==> config.mk <==
export PLATFORM = sky130hd
export DESIGN_NAME = cache_ctrl_flat
export DESIGN_NICKNAME = d
export VERILOG_FILES = /design/src/logic/cache_geom_pkg.sv /design/src/logic/cache_ctrl_pkg.sv /design/src/logic/cache_ifs.sv /design/src/logic/cache_ctrl.sv /design/src/flat_wrapper.sv
export SDC_FILE = /design/constraint.sdc
export NUM_CORES = 1
export LEC_CHECK = 0
export CAP_MARGIN = 30
export CORE_MARGIN = 1.5
export CORE_UTILIZATION = 55
export DETAILED_ROUTE_END_ITERATION = 16
export DONT_BUFFER_PORTS = 1
export PLACE_DENSITY = 0.7
export SKIP_LAST_GASP = 1
export SLEW_MARGIN = 20
export SYNTH_ARGS = -nofsm -noshare
export SYNTH_HDL_FRONTEND = slang
export SYNTH_SLANG_ARGS = --single-unit
==> constraint.sdc <==
create_clock -name clk_g -period 3.4 [get_ports clk_g]
set_clock_uncertainty 0.05 [all_clocks]
set_input_delay 0.17 -clock clk_g [delete_from_list [all_inputs] [get_ports clk_g]]
set_output_delay 0.17 -clock clk_g [all_outputs]
set_load 0.1 [all_outputs]
==> src/logic/cache_geom_pkg.sv <==
package cache_geom_pkg;

    localparam int ADDR_W   = 32;
    localparam int WORD_W   = 32;
    localparam int BANKS    = 4;
    localparam int OFFSET_W = 4;
    localparam int LINE_W   = WORD_W * BANKS;
    localparam int STRB_W   = WORD_W / 8;
    localparam int NUM_WAYS = 2;

    // Tag is whatever the index and line offset leave of the address
    function automatic int tag_width(int sets_log2);
        return ADDR_W - sets_log2 - OFFSET_W;
    endfunction

endpackage

==> src/logic/cache_ctrl_pkg.sv <==
package cache_ctrl_pkg;

    typedef enum logic [2:0] {
        IDLE,
        LOOKUP,
        MISS,
        REPLACE,
        REFILL
    } main_state_t;

    // One word per beat
    localparam int REFILL_BEATS = 4;

endpackage

==> src/logic/cache_ifs.sv <==
`timescale 1ns/100ps

// Request buffer plus the array read strobe
interface req_if #(
    parameter int SETS_LOG2 = 8
) ();
    import cache_geom_pkg::*;
    localparam int TAG_W = tag_width(SETS_LOG2);

    logic                 op;
    logic [SETS_LOG2-1:0] index;
    logic [TAG_W-1:0]     tag;
    logic [OFFSET_W-1:0]  offset;
    logic [STRB_W-1:0]    wstrb;
    logic [WORD_W-1:0]    wdata;
    logic                 victim_way;
    logic                 lookup_en;
    logic [SETS_LOG2-1:0] rd_index;

    modport driver (output op, index, tag, offset, wstrb, wdata, victim_way, lookup_en, rd_index);
    modport reader (input op, index, tag, offset, wstrb, wdata, victim_way, lookup_en, rd_index);
endinterface

interface way_status_if #(
    parameter int SETS_LOG2 = 8
) ();
    import cache_geom_pkg::*;
    localparam int TAG_W = tag_width(SETS_LOG2);

    logic             hit;
    logic             hit_way;
    logic             victim_valid;
    logic             victim_dirty;
    logic [TAG_W-1:0] victim_tag;

    modport driver (output hit, hit_way, victim_valid, victim_dirty, victim_tag);
    modport reader (input hit, hit_way, victim_valid, victim_dirty, victim_tag);
endinterface


==> src/logic/cache_ctrl.sv <==
`timescale 1ns/100ps

module cache_ctrl #(
    parameter int SETS_LOG2 = 8,
    localparam int TAG_W = cache_geom_pkg::tag_width(SETS_LOG2)
) (
    input  logic                                clk_g,
    input  logic                                resetn,
    input  logic                                valid,
    input  logic                                op,
    input  logic [SETS_LOG2-1:0]                index,
    input  logic [TAG_W-1:0]                    tag,
    input  logic [cache_geom_pkg::OFFSET_W-1:0] offset,
    input  logic [cache_geom_pkg::STRB_W-1:0]   wstrb,
    input  logic [cache_geom_pkg::WORD_W-1:0]   wdata,
    input  logic                                wr_rdy,
    input  logic                                rd_rdy,
    input  logic                                refill_done,
    output logic                                addr_ok,
    output logic                                data_ok,
    output logic                                rd_req,
    output logic                                state_lookup,
    output logic                                state_miss,
    req_if.driver                               req,
    way_status_if.reader                        ws
);
    import cache_ctrl_pkg::*;

    main_state_t state;
    main_state_t next_state;
    logic [7:0]  lfsr;
    logic        feedback;

    assign addr_ok      = (state == IDLE) && valid;
    assign data_ok      = ((state == LOOKUP) && ws.hit) || refill_done;
    assign rd_req       = (state == REFILL) && !refill_done;
    assign state_lookup = (state == LOOKUP);
    assign state_miss   = (state == MISS);

    // Arrays are read with the incoming index in the accept cycle
    assign req.lookup_en = addr_ok;
    assign req.rd_index  = index;

    always_ff @(posedge clk_g) begin
        if (addr_ok) begin
            req.op     <= op;
            req.index  <= index;
            req.tag    <= tag;
            req.offset <= offset;
            req.wstrb  <= wstrb;
            req.wdata  <= wdata;
        end
    end

    // Zero state is legal, the all-low-bits term keeps it moving
    assign feedback = lfsr[7] ^ ~|lfsr[6:0];

    always_ff @(posedge clk_g) begin
        if (!resetn) begin
            lfsr           <= '0;
            req.victim_way <= 1'b0;
        end else begin
            lfsr <= {lfsr[6:4], lfsr[3:1] ^ {3{feedback}}, lfsr[0], feedback};
            if (state == IDLE) begin
                req.victim_way <= lfsr[0];
            end
        end
    end

    always_ff @(posedge clk_g) begin
        if (!resetn) begin
            state <= IDLE;
        end else begin
            state <= next_state;
        end
    end

    always_comb begin
        next_state = state;
        case (state)
            IDLE:    if (valid) next_state = LOOKUP;
            LOOKUP:  next_state = ws.hit ? IDLE : MISS;
            // Clean or empty victims skip the write-back
            MISS:    if (wr_rdy || !ws.victim_dirty || !ws.victim_valid) next_state = REPLACE;
            REPLACE: if (rd_rdy) next_state = REFILL;
            REFILL:  if (refill_done) next_state = IDLE;
            default: next_state = IDLE;
        endcase
    end

endmodule

==> src/flat_wrapper.sv <==
// flat-port wrapper written by rule: the top's interface ports become plain ports
module cache_ctrl_flat import cache_ctrl_pkg::*;
#(
    parameter int SETS_LOG2 = 8,
    localparam int TAG_W = cache_geom_pkg::tag_width(SETS_LOG2)
)
  (clk_g, resetn, valid, op, index, tag, offset, wstrb, wdata, wr_rdy, rd_rdy, refill_done, addr_ok, data_ok, rd_req, state_lookup, state_miss, req_op, req_index, req_tag, req_offset, req_wstrb, req_wdata, req_victim_way, req_lookup_en, req_rd_index, ws_hit, ws_hit_way, ws_victim_valid, ws_victim_dirty, ws_victim_tag);
  req_if #(.SETS_LOG2(SETS_LOG2)) req_i ();
  way_status_if #(.SETS_LOG2(SETS_LOG2)) ws_i ();
  input  logic clk_g;
  input  logic resetn;
  input  logic valid;
  input  logic op;
  input  logic [SETS_LOG2-1:0] index;
  input  logic [TAG_W-1:0] tag;
  input  logic [cache_geom_pkg::OFFSET_W-1:0] offset;
  input  logic [cache_geom_pkg::STRB_W-1:0] wstrb;
  input  logic [cache_geom_pkg::WORD_W-1:0] wdata;
  input  logic wr_rdy;
  input  logic rd_rdy;
  input  logic refill_done;
  output logic addr_ok;
  output logic data_ok;
  output logic rd_req;
  output logic state_lookup;
  output logic state_miss;
  output wire logic [$bits(req_i.op)-1:0] req_op;
  output wire logic [$bits(req_i.index)-1:0] req_index;
  output wire logic [$bits(req_i.tag)-1:0] req_tag;
  output wire logic [$bits(req_i.offset)-1:0] req_offset;
  output wire logic [$bits(req_i.wstrb)-1:0] req_wstrb;
  output wire logic [$bits(req_i.wdata)-1:0] req_wdata;
  output wire logic [$bits(req_i.victim_way)-1:0] req_victim_way;
  output wire logic [$bits(req_i.lookup_en)-1:0] req_lookup_en;
  output wire logic [$bits(req_i.rd_index)-1:0] req_rd_index;
  input wire logic [$bits(ws_i.hit)-1:0] ws_hit;
  input wire logic [$bits(ws_i.hit_way)-1:0] ws_hit_way;
  input wire logic [$bits(ws_i.victim_valid)-1:0] ws_victim_valid;
  input wire logic [$bits(ws_i.victim_dirty)-1:0] ws_victim_dirty;
  input wire logic [$bits(ws_i.victim_tag)-1:0] ws_victim_tag;
  assign req_op = req_i.op;
  assign req_index = req_i.index;
  assign req_tag = req_i.tag;
  assign req_offset = req_i.offset;
  assign req_wstrb = req_i.wstrb;
  assign req_wdata = req_i.wdata;
  assign req_victim_way = req_i.victim_way;
  assign req_lookup_en = req_i.lookup_en;
  assign req_rd_index = req_i.rd_index;
  assign ws_i.hit = ws_hit;
  assign ws_i.hit_way = ws_hit_way;
  assign ws_i.victim_valid = ws_victim_valid;
  assign ws_i.victim_dirty = ws_victim_dirty;
  assign ws_i.victim_tag = ws_victim_tag;
  cache_ctrl #(.SETS_LOG2(SETS_LOG2)) u_core (.clk_g(clk_g), .resetn(resetn), .valid(valid), .op(op), .index(index), .tag(tag), .offset(offset), .wstrb(wstrb), .wdata(wdata), .wr_rdy(wr_rdy), .rd_rdy(rd_rdy), .refill_done(refill_done), .addr_ok(addr_ok), .data_ok(data_ok), .rd_req(rd_req), .state_lookup(state_lookup), .state_miss(state_miss), .req(req_i), .ws(ws_i));
endmodule
==> reports/metrics.yaml <==
initial_core_util_pct: 58.89
cts_tree: "built"
power.density_nw_per_um2: 724.9
finalHoldViolCount: 0
netlist_area_um2: 2635
max_freq_ghz: 0.4379
wirelength_um: 5715
grt_pass1_wl_um: 8135
port_buffers: 0
syn_avg_cell_area_um2: 20.11
layout_setup_ws_ns: 1.117
drtPass1Iterations: 4
worst_slew_pin_slew_ns: 0.9932
clk_pin_slew_worst_paths_ns: 0.07
vias_per_cell: 5.673
rows: 24
clk_latency_ns: 0.33
drc_errors: 0
dieArea_um2: 5215
fin_crit_ns: 2.283
synth_nets: 230
dpl.hpwl_um: 3234
ys_seq_elements: 81
fin_crit_sh_pct: 67.16
synth_area_leaders: "edfxtp_1 79%, dfxtp_1 9.1%, buf_4 2.6%, mux2i_1 1.5%, and2_1 1.2%"
crit_chain: "nor3_1 > and2_4 > buf_12"
rsz0062_at_grt: "no"
rr_worst_depth: 3
postCtsResizedCells: 0
drive_gt1_share_pct: 10.90
gp_congestion: 0.7404
final_nets: 306
hold_ws_ns: 0.02387
ys_seq_area_share_pct: 87.75
totalPowerFinal_mw: 2.600
grt_max_degree: 40
grt_usage_pct: 22.21
status: "finished clean"
wire_per_inst_um: 21.73
yosysUniqueCellTypes: 23
dpl.cell_count: 177
drt_iter0_drc: 82
cpPeakStageDelay_ns: 0.54
post-place-ws_ns: 1.317
cp_max_fo: 39
vias: 1492
setup-tns-final_ns: 0
holdPathStages: 2
cp.buffers_inverters: 1
worstSetupEndpointType: "primary output"
yosys.area.top_type: "edfxtp_1"
worst-endpoint-arrival_ns: 2.06
required_ns: 3.18
critical_path.slowest_cell: "and2_4"
die_w_um: 72.22
antenna_left: 0
clkSinkCount: 81
post_cts_buffers: 0
io_pins: 183
maxCapViolCount: 0
min_path_type: "input port to flip-flop"
n_antenna_cell: 0
syn_inst: 131
crit_type: "flip-flop to primary output"
ir_drop_uv: 458.4
h-tree-depth: 3
numCtsBuffers: 9
root_buffer: "clkbuf_8"
grt_pass1_vias: 1579
coreArea_um2: 4474
area_delta_synth_final_pct: 36.09
critPathLaunchType: "flip-flop"
cts_buffer_depth: 2
crit_family: "simple AND/OR/NAND/NOR gates"
slew_viol_final: 0
slew_headroom_pct: 34.25
cp.depth: 3
grt_remaining_overflow: 0
yosys_warnings: 0
synth_top_area_share_pct: 78.63
antenna_found_initial: 0
setup_violations: 0
fin_cells: 263
fp.dieH_um: 72.22
p_leak_nw: 1.278
## synth_stat cells
| library cell | n |
|---|---|
| a21oi_1 | 5 |
| nor2_1 | 4 |
| or4_1 | 1 |
| a21o_1 | 1 |
| nand2b_1 | 2 |
| o21ai_0 | 1 |
| o211ai_1 | 1 |
| or3_1 | 2 |
| a2bb2oi_1 | 1 |
| nor4b_1 | 1 |
| edfxtp_1 | 69 |
| a41oi_1 | 1 |
| inv_1 | 2 |
| and2_2 | 1 |
| nand2_1 | 2 |
| nand4b_1 | 2 |
| dfxtp_1 | 12 |
| nor4_1 | 1 |
| buf_4 | 9 |
| nor3_1 | 3 |
| clkbuf_1 | 1 |
| mux2i_1 | 4 |
| and2_1 | 5 |
## metal layers
| layer | up-vias | GRT usage (%) | wire [um] |
|---|---|---|---|
| li1 | 644 | - | - |
| met1 | 714 | 23.07 | 1942 |
| met2 | 116 | 38.68 | 3030 |
| met3 | 18 | 7.361 | 562 |
| met4 | 0 | 13.84 | 180 |
| met5 | - | 0 | 0 |
## layout make-up
type	instances	area, um2
multi-input combinational	38	264.0
fill	246	888.4
clock buffer	9	123.9
timing repair buffer	75	753.2
tap	52	65.06
clock inverter	6	60.06
sequential	81	2312
inverter	2	7.507
## cells by family after synthesis
family          count (synthesis)  share of synthesized area (%)
flops                          81                          87.75
simple gates                   24                          5.366
buf+inv                        12                          2.991
compound gates                 10                          2.374
mux                             4                          1.520
## timing repair
item                                   4_1_cts  5_1_grt
hold buffers                                71        0
setup endpoints to repair                    0        0
endpoints found under the hold margin       79        0
## where the power goes
part           internal (mW)  total (mW)  leakage [nW]  switching, mW
logic                  0.127       0.270         0.429          0.143
registers               1.19        1.68         0.758          0.486
clock network          0.331       0.652        0.0909          0.321
total                   1.65        2.60          1.28          0.949
## worst register-to-register path: stages (launching register included)
cell and delay [ns]:
dfxtp_1 0.41, nor3_1 0.34, and2_4 0.54, buf_12 0.42
## per-stage QoR
step / utilization [%] / cell area [um2]
floorplan: - / 2643
global placement: 60.15 / 2691
detailed placement: 60.15 / 2691
CTS: 80.15 / 3586
global route: 80.15 / 3586
finish: 80.15 / 3586
## final timing paths
check                         endpoint       startpoint  slack, ns
setup / recovery               addr_ok  u_core.state[1]       1.12
hold / removal         u_core.state[1]           ws_hit       0.02
setup reg to reg  u_core.req.wdata[26]  u_core.state[1]       1.28
hold reg to reg         u_core.lfsr[6]   u_core.lfsr[5]       0.43
## placed cells by master, fill, tap and decap left out, types with 2 or more instances in the layout
cell,Yosys,final
nand4b_1,2,2
mux2i_1,4,4
dlygate4sd3_1,0,71
nand2_1,2,2
nor2_1,4,3
nand2b_1,2,2
a21oi_1,5,5
or3_1,2,2
clkinv_2,0,3
inv_1,2,2
and2_1,5,4
edfxtp_1,69,69
dfxtp_1,12,12
clkbuf_8,0,9
buf_4,9,3
nor3_1,3,3
clkinvlp_4,0,2
## flip-flops by register name, summed over array words and instances (netlist names)
register	count
u_core.req.op	1
u_core.req.offset	4
u_core.req.wdata	32
u_core.state	3
u_core.lfsr	8
u_core.req.index	8
u_core.req.wstrb	4
u_core.req.tag	20
u_core.req.victim_way	1
Note: power is estimated with default switching activity, not from simulation.
