$ cat src/logic/cache_geom_pkg.sv
package cache_geom_pkg;

    localparam int ADDR_W   = 32;
    localparam int WORD_W   = 32;
    localparam int BANKS    = 4;
    localparam int OFFSET_W = 4;
    localparam int LINE_W   = WORD_W * BANKS;
    localparam int STRB_W   = WORD_W / 8;
    localparam int NUM_WAYS = 2;

    // Tag is whatever the index and line offset leave of the address
    function automatic int tag_width(int sets_log2);
        return ADDR_W - sets_log2 - OFFSET_W;
    endfunction

endpackage

$ cat src/logic/cache_ctrl_pkg.sv
package cache_ctrl_pkg;

    typedef enum logic [2:0] {
        IDLE,
        LOOKUP,
        MISS,
        REPLACE,
        REFILL
    } main_state_t;

    // One word per beat
    localparam int REFILL_BEATS = 4;

endpackage

$ cat src/logic/cache_ifs.sv
`timescale 1ns/100ps

// Request buffer plus the array read strobe
interface req_if #(
    parameter int SETS_LOG2 = 8
) ();
    import cache_geom_pkg::*;
    localparam int TAG_W = tag_width(SETS_LOG2);

    logic                 op;
    logic [SETS_LOG2-1:0] index;
    logic [TAG_W-1:0]     tag;
    logic [OFFSET_W-1:0]  offset;
    logic [STRB_W-1:0]    wstrb;
    logic [WORD_W-1:0]    wdata;
    logic                 victim_way;
    logic                 lookup_en;
    logic [SETS_LOG2-1:0] rd_index;

    modport driver (output op, index, tag, offset, wstrb, wdata, victim_way, lookup_en, rd_index);
    modport reader (input op, index, tag, offset, wstrb, wdata, victim_way, lookup_en, rd_index);
endinterface

interface way_status_if #(
    parameter int SETS_LOG2 = 8
) ();
    import cache_geom_pkg::*;
    localparam int TAG_W = tag_width(SETS_LOG2);

    logic             hit;
    logic             hit_way;
    logic             victim_valid;
    logic             victim_dirty;
    logic [TAG_W-1:0] victim_tag;

    modport driver (output hit, hit_way, victim_valid, victim_dirty, victim_tag);
    modport reader (input hit, hit_way, victim_valid, victim_dirty, victim_tag);
endinterface

interface line_fill_if ();
    import cache_geom_pkg::*;

    logic              fill_en;
    logic [LINE_W-1:0] fill_line;
    logic              fill_dirty;

    modport driver (output fill_en, fill_line, fill_dirty);
    modport reader (input fill_en, fill_line, fill_dirty);
endinterface

$ cat src/logic/miss_handler.sv
`timescale 1ns/100ps

module miss_handler #(
    parameter int SETS_LOG2 = 8,
    localparam int TAG_W = cache_geom_pkg::tag_width(SETS_LOG2)
) (
    input  logic                              clk_g,
    input  logic                              resetn,
    req_if.reader                             req,
    way_status_if.reader                      ws,
    line_fill_if.driver                       fill,
    input  logic [cache_geom_pkg::LINE_W-1:0] victim_line,
    input  logic                              state_lookup,
    input  logic                              state_miss,
    input  logic                              rd_req,
    input  logic                              wr_rdy,
    input  logic                              ret_valid,
    input  logic [cache_geom_pkg::WORD_W-1:0] ret_data,
    output logic                              wr_req,
    output logic [cache_geom_pkg::ADDR_W-1:0] wr_addr,
    output logic [cache_geom_pkg::LINE_W-1:0] wr_data,
    output logic [cache_geom_pkg::ADDR_W-1:0] rd_addr,
    output logic [cache_geom_pkg::WORD_W-1:0] refill_word,
    output logic                              refill_done
);
    import cache_geom_pkg::*;
    import cache_ctrl_pkg::*;

    localparam int BEAT_W = $clog2(REFILL_BEATS);

    logic              vic_valid;
    logic              vic_dirty;
    logic [TAG_W-1:0]  vic_tag;
    logic [LINE_W-1:0] vic_line;
    logic [LINE_W-1:0] line_q;
    logic [LINE_W-1:0] merged;
    logic [BEAT_W-1:0] beat;
    logic [BEAT_W-1:0] word_sel;
    logic              done_q;
    logic              wr_req_q;

    assign word_sel = req.offset[OFFSET_W-1 -: BEAT_W];

    always_ff @(posedge clk_g) begin
        if (state_lookup && !ws.hit) begin
            vic_valid <= ws.victim_valid;
            vic_dirty <= ws.victim_dirty;
            vic_tag   <= ws.victim_tag;
            vic_line  <= victim_line;
        end
    end

    always_ff @(posedge clk_g) begin
        if (!resetn) begin
            wr_req_q <= 1'b0;
            beat     <= '0;
            done_q   <= 1'b0;
        end else begin
            // Single-cycle burst request once memory is ready
            wr_req_q <= state_miss && wr_rdy && vic_valid && vic_dirty;
            done_q   <= rd_req && ret_valid && (beat == BEAT_W'(REFILL_BEATS - 1));
            if (!rd_req) begin
                beat <= '0;
            end else if (ret_valid) begin
                beat <= beat + 1'b1;
            end
        end
    end

    always_ff @(posedge clk_g) begin
        if (rd_req && ret_valid) begin
            line_q[beat*WORD_W +: WORD_W] <= ret_data;
        end
    end

    // Pending store bytes override the refilled word
    always_comb begin
        merged = line_q;
        if (req.op) begin
            for (int k = 0; k < STRB_W; k++) begin
                if (req.wstrb[k]) begin
                    merged[word_sel*WORD_W + k*8 +: 8] = req.wdata[k*8 +: 8];
                end
            end
        end
    end

    assign wr_req  = wr_req_q;
    assign wr_addr = {vic_tag, req.index, {OFFSET_W{1'b0}}};
    assign wr_data = vic_line;
    assign rd_addr = {req.tag, req.index, beat, {(OFFSET_W - BEAT_W){1'b0}}};

    assign refill_word = line_q[word_sel*WORD_W +: WORD_W];
    assign refill_done = done_q;

    assign fill.fill_en    = done_q;
    assign fill.fill_line  = merged;
    assign fill.fill_dirty = req.op;

endmodule

$ cat src/flat_wrapper.sv
// flat-port wrapper written by rule: the top's interface ports become plain ports
module miss_handler_flat import cache_geom_pkg::*; import cache_ctrl_pkg::*;
#(
    parameter int SETS_LOG2 = 8,
    localparam int TAG_W = cache_geom_pkg::tag_width(SETS_LOG2)
)
  (clk_g, resetn, victim_line, state_lookup, state_miss, rd_req, wr_rdy, ret_valid, ret_data, wr_req, wr_addr, wr_data, rd_addr, refill_word, refill_done, req_op, req_index, req_tag, req_offset, req_wstrb, req_wdata, req_victim_way, req_lookup_en, req_rd_index, ws_hit, ws_hit_way, ws_victim_valid, ws_victim_dirty, ws_victim_tag, fill_fill_en, fill_fill_line, fill_fill_dirty);
  req_if #(.SETS_LOG2(SETS_LOG2)) req_i ();
  way_status_if #(.SETS_LOG2(SETS_LOG2)) ws_i ();
  line_fill_if fill_i ();
  input  logic clk_g;
  input  logic resetn;
  input  logic [cache_geom_pkg::LINE_W-1:0] victim_line;
  input  logic state_lookup;
  input  logic state_miss;
  input  logic rd_req;
  input  logic wr_rdy;
  input  logic ret_valid;
  input  logic [cache_geom_pkg::WORD_W-1:0] ret_data;
  output logic wr_req;
  output logic [cache_geom_pkg::ADDR_W-1:0] wr_addr;
  output logic [cache_geom_pkg::LINE_W-1:0] wr_data;
  output logic [cache_geom_pkg::ADDR_W-1:0] rd_addr;
  output logic [cache_geom_pkg::WORD_W-1:0] refill_word;
  output logic refill_done;
  input wire logic [$bits(req_i.op)-1:0] req_op;
  input wire logic [$bits(req_i.index)-1:0] req_index;
  input wire logic [$bits(req_i.tag)-1:0] req_tag;
  input wire logic [$bits(req_i.offset)-1:0] req_offset;
  input wire logic [$bits(req_i.wstrb)-1:0] req_wstrb;
  input wire logic [$bits(req_i.wdata)-1:0] req_wdata;
  input wire logic [$bits(req_i.victim_way)-1:0] req_victim_way;
  input wire logic [$bits(req_i.lookup_en)-1:0] req_lookup_en;
  input wire logic [$bits(req_i.rd_index)-1:0] req_rd_index;
  input wire logic [$bits(ws_i.hit)-1:0] ws_hit;
  input wire logic [$bits(ws_i.hit_way)-1:0] ws_hit_way;
  input wire logic [$bits(ws_i.victim_valid)-1:0] ws_victim_valid;
  input wire logic [$bits(ws_i.victim_dirty)-1:0] ws_victim_dirty;
  input wire logic [$bits(ws_i.victim_tag)-1:0] ws_victim_tag;
  output wire logic [$bits(fill_i.fill_en)-1:0] fill_fill_en;
  output wire logic [$bits(fill_i.fill_line)-1:0] fill_fill_line;
  output wire logic [$bits(fill_i.fill_dirty)-1:0] fill_fill_dirty;
  assign req_i.op = req_op;
  assign req_i.index = req_index;
  assign req_i.tag = req_tag;
  assign req_i.offset = req_offset;
  assign req_i.wstrb = req_wstrb;
  assign req_i.wdata = req_wdata;
  assign req_i.victim_way = req_victim_way;
  assign req_i.lookup_en = req_lookup_en;
  assign req_i.rd_index = req_rd_index;
  assign ws_i.hit = ws_hit;
  assign ws_i.hit_way = ws_hit_way;
  assign ws_i.victim_valid = ws_victim_valid;
  assign ws_i.victim_dirty = ws_victim_dirty;
  assign ws_i.victim_tag = ws_victim_tag;
  assign fill_fill_en = fill_i.fill_en;
  assign fill_fill_line = fill_i.fill_line;
  assign fill_fill_dirty = fill_i.fill_dirty;
  miss_handler #(.SETS_LOG2(SETS_LOG2)) u_core (.clk_g(clk_g), .resetn(resetn), .req(req_i), .ws(ws_i), .fill(fill_i), .victim_line(victim_line), .state_lookup(state_lookup), .state_miss(state_miss), .rd_req(rd_req), .wr_rdy(wr_rdy), .ret_valid(ret_valid), .ret_data(ret_data), .wr_req(wr_req), .wr_addr(wr_addr), .wr_data(wr_data), .rd_addr(rd_addr), .refill_word(refill_word), .refill_done(refill_done));
endmodule
$ cat config.mk
export PLATFORM = sky130hd
export DESIGN_NAME = miss_handler_flat
export DESIGN_NICKNAME = d
export VERILOG_FILES = /design/src/logic/cache_geom_pkg.sv /design/src/logic/cache_ctrl_pkg.sv /design/src/logic/cache_ifs.sv /design/src/logic/miss_handler.sv /design/src/flat_wrapper.sv
export SDC_FILE = /design/constraint.sdc
export NUM_CORES = 1
export LEC_CHECK = 0
export CAP_MARGIN = 20
export CORE_AREA = 2 2 244 246
export DETAILED_ROUTE_END_ITERATION = 6
export DIE_AREA = 0 0 246 248
export DONT_BUFFER_PORTS = 1
export PLACE_DENSITY = 0.4
export SLEW_MARGIN = 10
export SYNTH_ARGS = -nofsm -noshare
export SYNTH_HDL_FRONTEND = slang
export SYNTH_SLANG_ARGS = --single-unit
$ cat constraint.sdc
create_clock -name clk_g -period 8.1 [get_ports clk_g]
set_input_delay 0 -clock clk_g [delete_from_list [all_inputs] [get_ports clk_g]]
set_output_delay 0 -clock clk_g [all_outputs]
set_load 0.05 [all_outputs]
==> results by stage <==
STA:
- Of the available clock period, the critical path in the final layout requires 0.3497.
- The clock skew after layout is ~0.013 ns.
- The total negative slack for setup checks is 0 ns.
- The count of final hold-check violations came to 0.
- The final count of negative-setup-slack endpoints is 0.
- Setup repair after global routing left no endpoint under its margin.
- The highest attainable clock frequency is 0.3530 GHz.
- Headroom to the max-slew limit came out at 0.2415.
- The actual slew at the worst max-slew pin is roughly 1.1 ns.
- The number of pins with negative max-slew slack in the final report is 0.
- The tightest hold path in the finished design has a slack of 0.00001618 ns.
- The final critical-path required period is around 2.8 ns.
- The final worst slack is between 5 and 6 ns.

Floorplan:
- In this run the horizontal extent of the chip is around 250 um.
- The total area inside the core boundary comes to roughly 58000 um^2.
- The initialized floorplan defines between 80 and 90 standard-cell rows.
- The count of pins on the block boundary is around 630.
- The initial cell density of the core is 0.2296.
- The floorplan step defined a die boundary enclosing between 60000 and 70000 um^2.
- The floorplan die height is 248 um.

Final layout:
- Summing all multi-input logic gate instances after layout gives 4358 um^2.
- Fill cells in the final layout number between 5000 and 6000.
- Measured on the finished design, the core utilization comes to 0.2896.
- The area added between synthesis and finish is 26.17%.
- The layout cell share with drive strength beyond 1 is 0.2000.
- The total non-filler cell area in the finished layout is between 15000 and 20000 um^2.
- Summing all flip-flop and latch instances after layout gives 8428 um^2.
- In the final design database the tool counted approximately 1300 nets.
- The final non-filler cell total is 1812.

GRT:
- The via count of the first global-routing pass is between 8000 and 9000.
- The number of antenna violations at the first check in global routing is 6.
- The total congestion overflow is 0.
- The total routing resource utilization after global routing is 0.1611.
- The pin count of the biggest net entering global routing is about 140.
- The global-route wire length before repair is approximately 68 mm.

Yosys:
- Yosys mapped the design onto 33 distinct sky130hd cell types.
- The cell area that synthesis handed to floorplanning was 13420 um^2.
- The average instance in the mapped netlist occupies 15.23 um^2.
- The Yosys step of the flow raised 0 warnings.
- Synthesis handed over a netlist of 881 instances.
- After synthesis the netlist holds a flip-flop and latch count of roughly 280.
- Of the synthesized area, sequential elements account for 0.6280.

Drt:
- Using the TritonRoute via totals, the vias-per-cell ratio works out to about 4.5.
- Dividing the detail-routed wire length by the instance count gives around 28 um.
- For this block, the initial DRC count from the detailed router was 379.
- The count of nets left with antenna violations once routing finished came out at 0.
- The final layout contains routed wiring with a total length of 50.78 mm.
- The detailed-router iteration count before antenna repair is 4.
- The remaining routing DRC violations is 0.
- For this block, the via count after detailed routing is between 8000 and 9000.

Placement:
- The half-perimeter wire length of the detailed placement result is 35.47 mm.
- The placer congestion estimate is approximately 0.76.
- The total cell area at the placement stage is 13900 um^2.
- Port buffering added 0 buffers.
- The worst slack at placement is 5.194 ns.
- The number of placed instances, taps included, is 1555.

CTS:
- In this run, CTS created clock tree buffers numbering 36.
- The number of buffers added to fix hold violations after cts is around 190.
- TritonCTS built the clock tree.
- The sink count of the clock tree is around 280.
- In this run the deepest clock path goes through 3 buffers.
- After clock tree synthesis, the clock-pin slew on the worst setup and hold paths is roughly 0.050 ns.
- The root buffer cell chosen for the clock tree is clkbuf_16.
- The clock latency at the later pin of the worst-skew pair is 0.54 ns.
- Gates resized during post-CTS repair numbered 0.
- The count of H-tree levels built during CTS is 2.
- Post-CTS timing repair inserted 0 buffers for setup.

Outcome:
- The flow ran to the end, and the final reports show no timing, DRC or antenna violations.

Worst setup path:
- Data arrives at the worst endpoint at roughly 3.2 ns.
- The endpoint type of the worst setup path is a register.
- By startpoint and endpoint, the worst setup path is classified as reg -> reg.
- For the worst setup path, the data required time is about 8.5 ns.
- STA classifies the critical path startpoint as a register.
- In this run the worst path has a maximum fanout of 32.

Pwr:
- Power spread over the standard cell area amounts to between 200 and 250 nW/um^2.
- The total power of the final layout is between 3 and 4 mW.
- The leakage component of the power is between 6 and 7 nW.
- The worst-case IR drop observed on VDD is around 0.17 mV.

Worst hold path:
- The tightest min-delay check is of the in -> out type.

Job:
- Max-cap violations in this run came to 0.
==> state kept, by name (all words and copies together), names as in the netlist <==
name                 flops
u_core.beat              2
u_core.fill.fill_en      1
u_core.line_q          128
u_core.vic_dirty         1
u_core.vic_tag          20
u_core.vic_valid         1
u_core.wr_data         128
u_core.wr_req            1
==> report_power, final <==
part	internal [mW]	switching, mW	leakage (nW)
logic	0.131	0.225	2.78
clock network	0.933	0.629	0.545
registers	1.68	0.227	2.71
total	2.74	1.08	6.03
==> layer usage <==
metal / vias up / part of all wire / track usage
met2: 418 / 0.53 / 0.2949
li1: 3531 / - / -
met4: 0 / 0.030 / 0.05882
met1: 4057 / 0.35 / 0.1671
met3: 71 / 0.091 / 0.06045
met5: - / 0 / 0
==> worst max-delay path: stages (launching register included) <==
cell     delay, ns
dfxtp_1       0.91
inv_1         0.20
ha_1          0.50
and3b_2       0.82
and2_1        0.23
==> layout make-up <==
cell class / instances / area share
flip-flops and latches: 282 / 0.4977
inverters: 20 / 0.004434
clock buffers: 45 / 0.05645
repair buffers: 197 / 0.1157
diodes: 4 / 0.0005911
clock inverters: 20 / 0.01057
multi-input cells: 471 / 0.2574
well taps: 773 / 0.05712
==> synthesized netlist by cell type <==
| library cell | count | area [um^2] |
|---|---|---|
| conb_1 | 1 | 3.750 |
| nand3_1 | 3 | 15.01 |
| nand4b_2 | 1 | 15.01 |
| clkbuf_2 | 2 | 10.01 |
| and3_1 | 42 | 262.8 |
| or3b_2 | 1 | 8.760 |
| o32ai_1 | 8 | 70.07 |
| edfxtp_1 | 278 | 8348 |
| buf_2 | 27 | 135.1 |
| nand4_1 | 24 | 150.1 |
| and3b_1 | 49 | 429.2 |
| ha_1 | 10 | 125.1 |
| dfxtp_1 | 4 | 80.08 |
| clkbuf_1 | 30 | 112.6 |
| buf_1 | 1 | 3.750 |
| nand2_1 | 10 | 37.54 |
| mux2_2 | 91 | 1025 |
| nor2b_1 | 1 | 6.260 |
| nor3b_2 | 3 | 37.54 |
| inv_1 | 20 | 75.07 |
| xnor2_1 | 1 | 8.760 |
| mux2i_1 | 1 | 10.01 |
| nand2b_1 | 1 | 6.260 |
| mux2_1 | 5 | 56.30 |
| and2_1 | 129 | 807.0 |
| o22ai_2 | 8 | 100.1 |
| nor3b_1 | 24 | 180.2 |
| or4b_1 | 2 | 20.02 |
| buf_6 | 3 | 33.78 |
| mux4_2 | 32 | 720.7 |
| o2bb2ai_1 | 16 | 140.1 |
| nor2_1 | 3 | 11.26 |
| buf_4 | 50 | 375.4 |
==> kinds of logic after synthesis <==
family	count (synthesis)	synth area share
mux	129	0.1350
xor+xnor	1	0.0006527
simple gates	293	0.1481
buf+inv	133	0.05557
compound gates	32	0.02312
other cells	1	0.0002794
fa+ha+maj	10	0.009323
flops	282	0.6280
==> final timing paths <==
check,slack (ns),from,endpoint,depth (start not counted)
max reg2reg,5.27,u_core.beat[0],u_core.line_q[62],4
max,5.27,u_core.beat[0],u_core.line_q[62],4
min reg2reg,0.48,u_core.vic_valid,u_core.wr_req,2
min,0.00002,req_tag[13],rd_addr[25],0
==> layout by cell type (no fill, tap or decap), types with 2 or more instances in the layout <==
| master | count |
|---|---|
| inv_6 | 2 |
| edfxtp_1 | 278 |
| o22ai_2 | 8 |
| or4b_1 | 2 |
| and3_2 | 4 |
| dlygate4sd3_1 | 187 |
| nand2_1 | 10 |
| and2_1 | 129 |
| nand4_1 | 24 |
| o2bb2ai_1 | 16 |
| nand3_1 | 3 |
| bufinv_16 | 3 |
| clkinv_1 | 10 |
| conb_1 | 6 |
| nor2_1 | 3 |
| nor3b_4 | 3 |
| nor3b_1 | 24 |
| diode_2 | 4 |
| clkbuf_16 | 37 |
| dfxtp_1 | 4 |
| and3b_1 | 48 |
| clkinvlp_4 | 2 |
| mux2_2 | 91 |
| inv_1 | 20 |
| ha_1 | 10 |
| o32ai_2 | 8 |
| mux4_2 | 32 |
| mux2_1 | 5 |
| and3_1 | 38 |
| buf_4 | 9 |
| clkinv_2 | 2 |
| clkbuf_1 | 8 |
(Power assumes the default switching activity.)
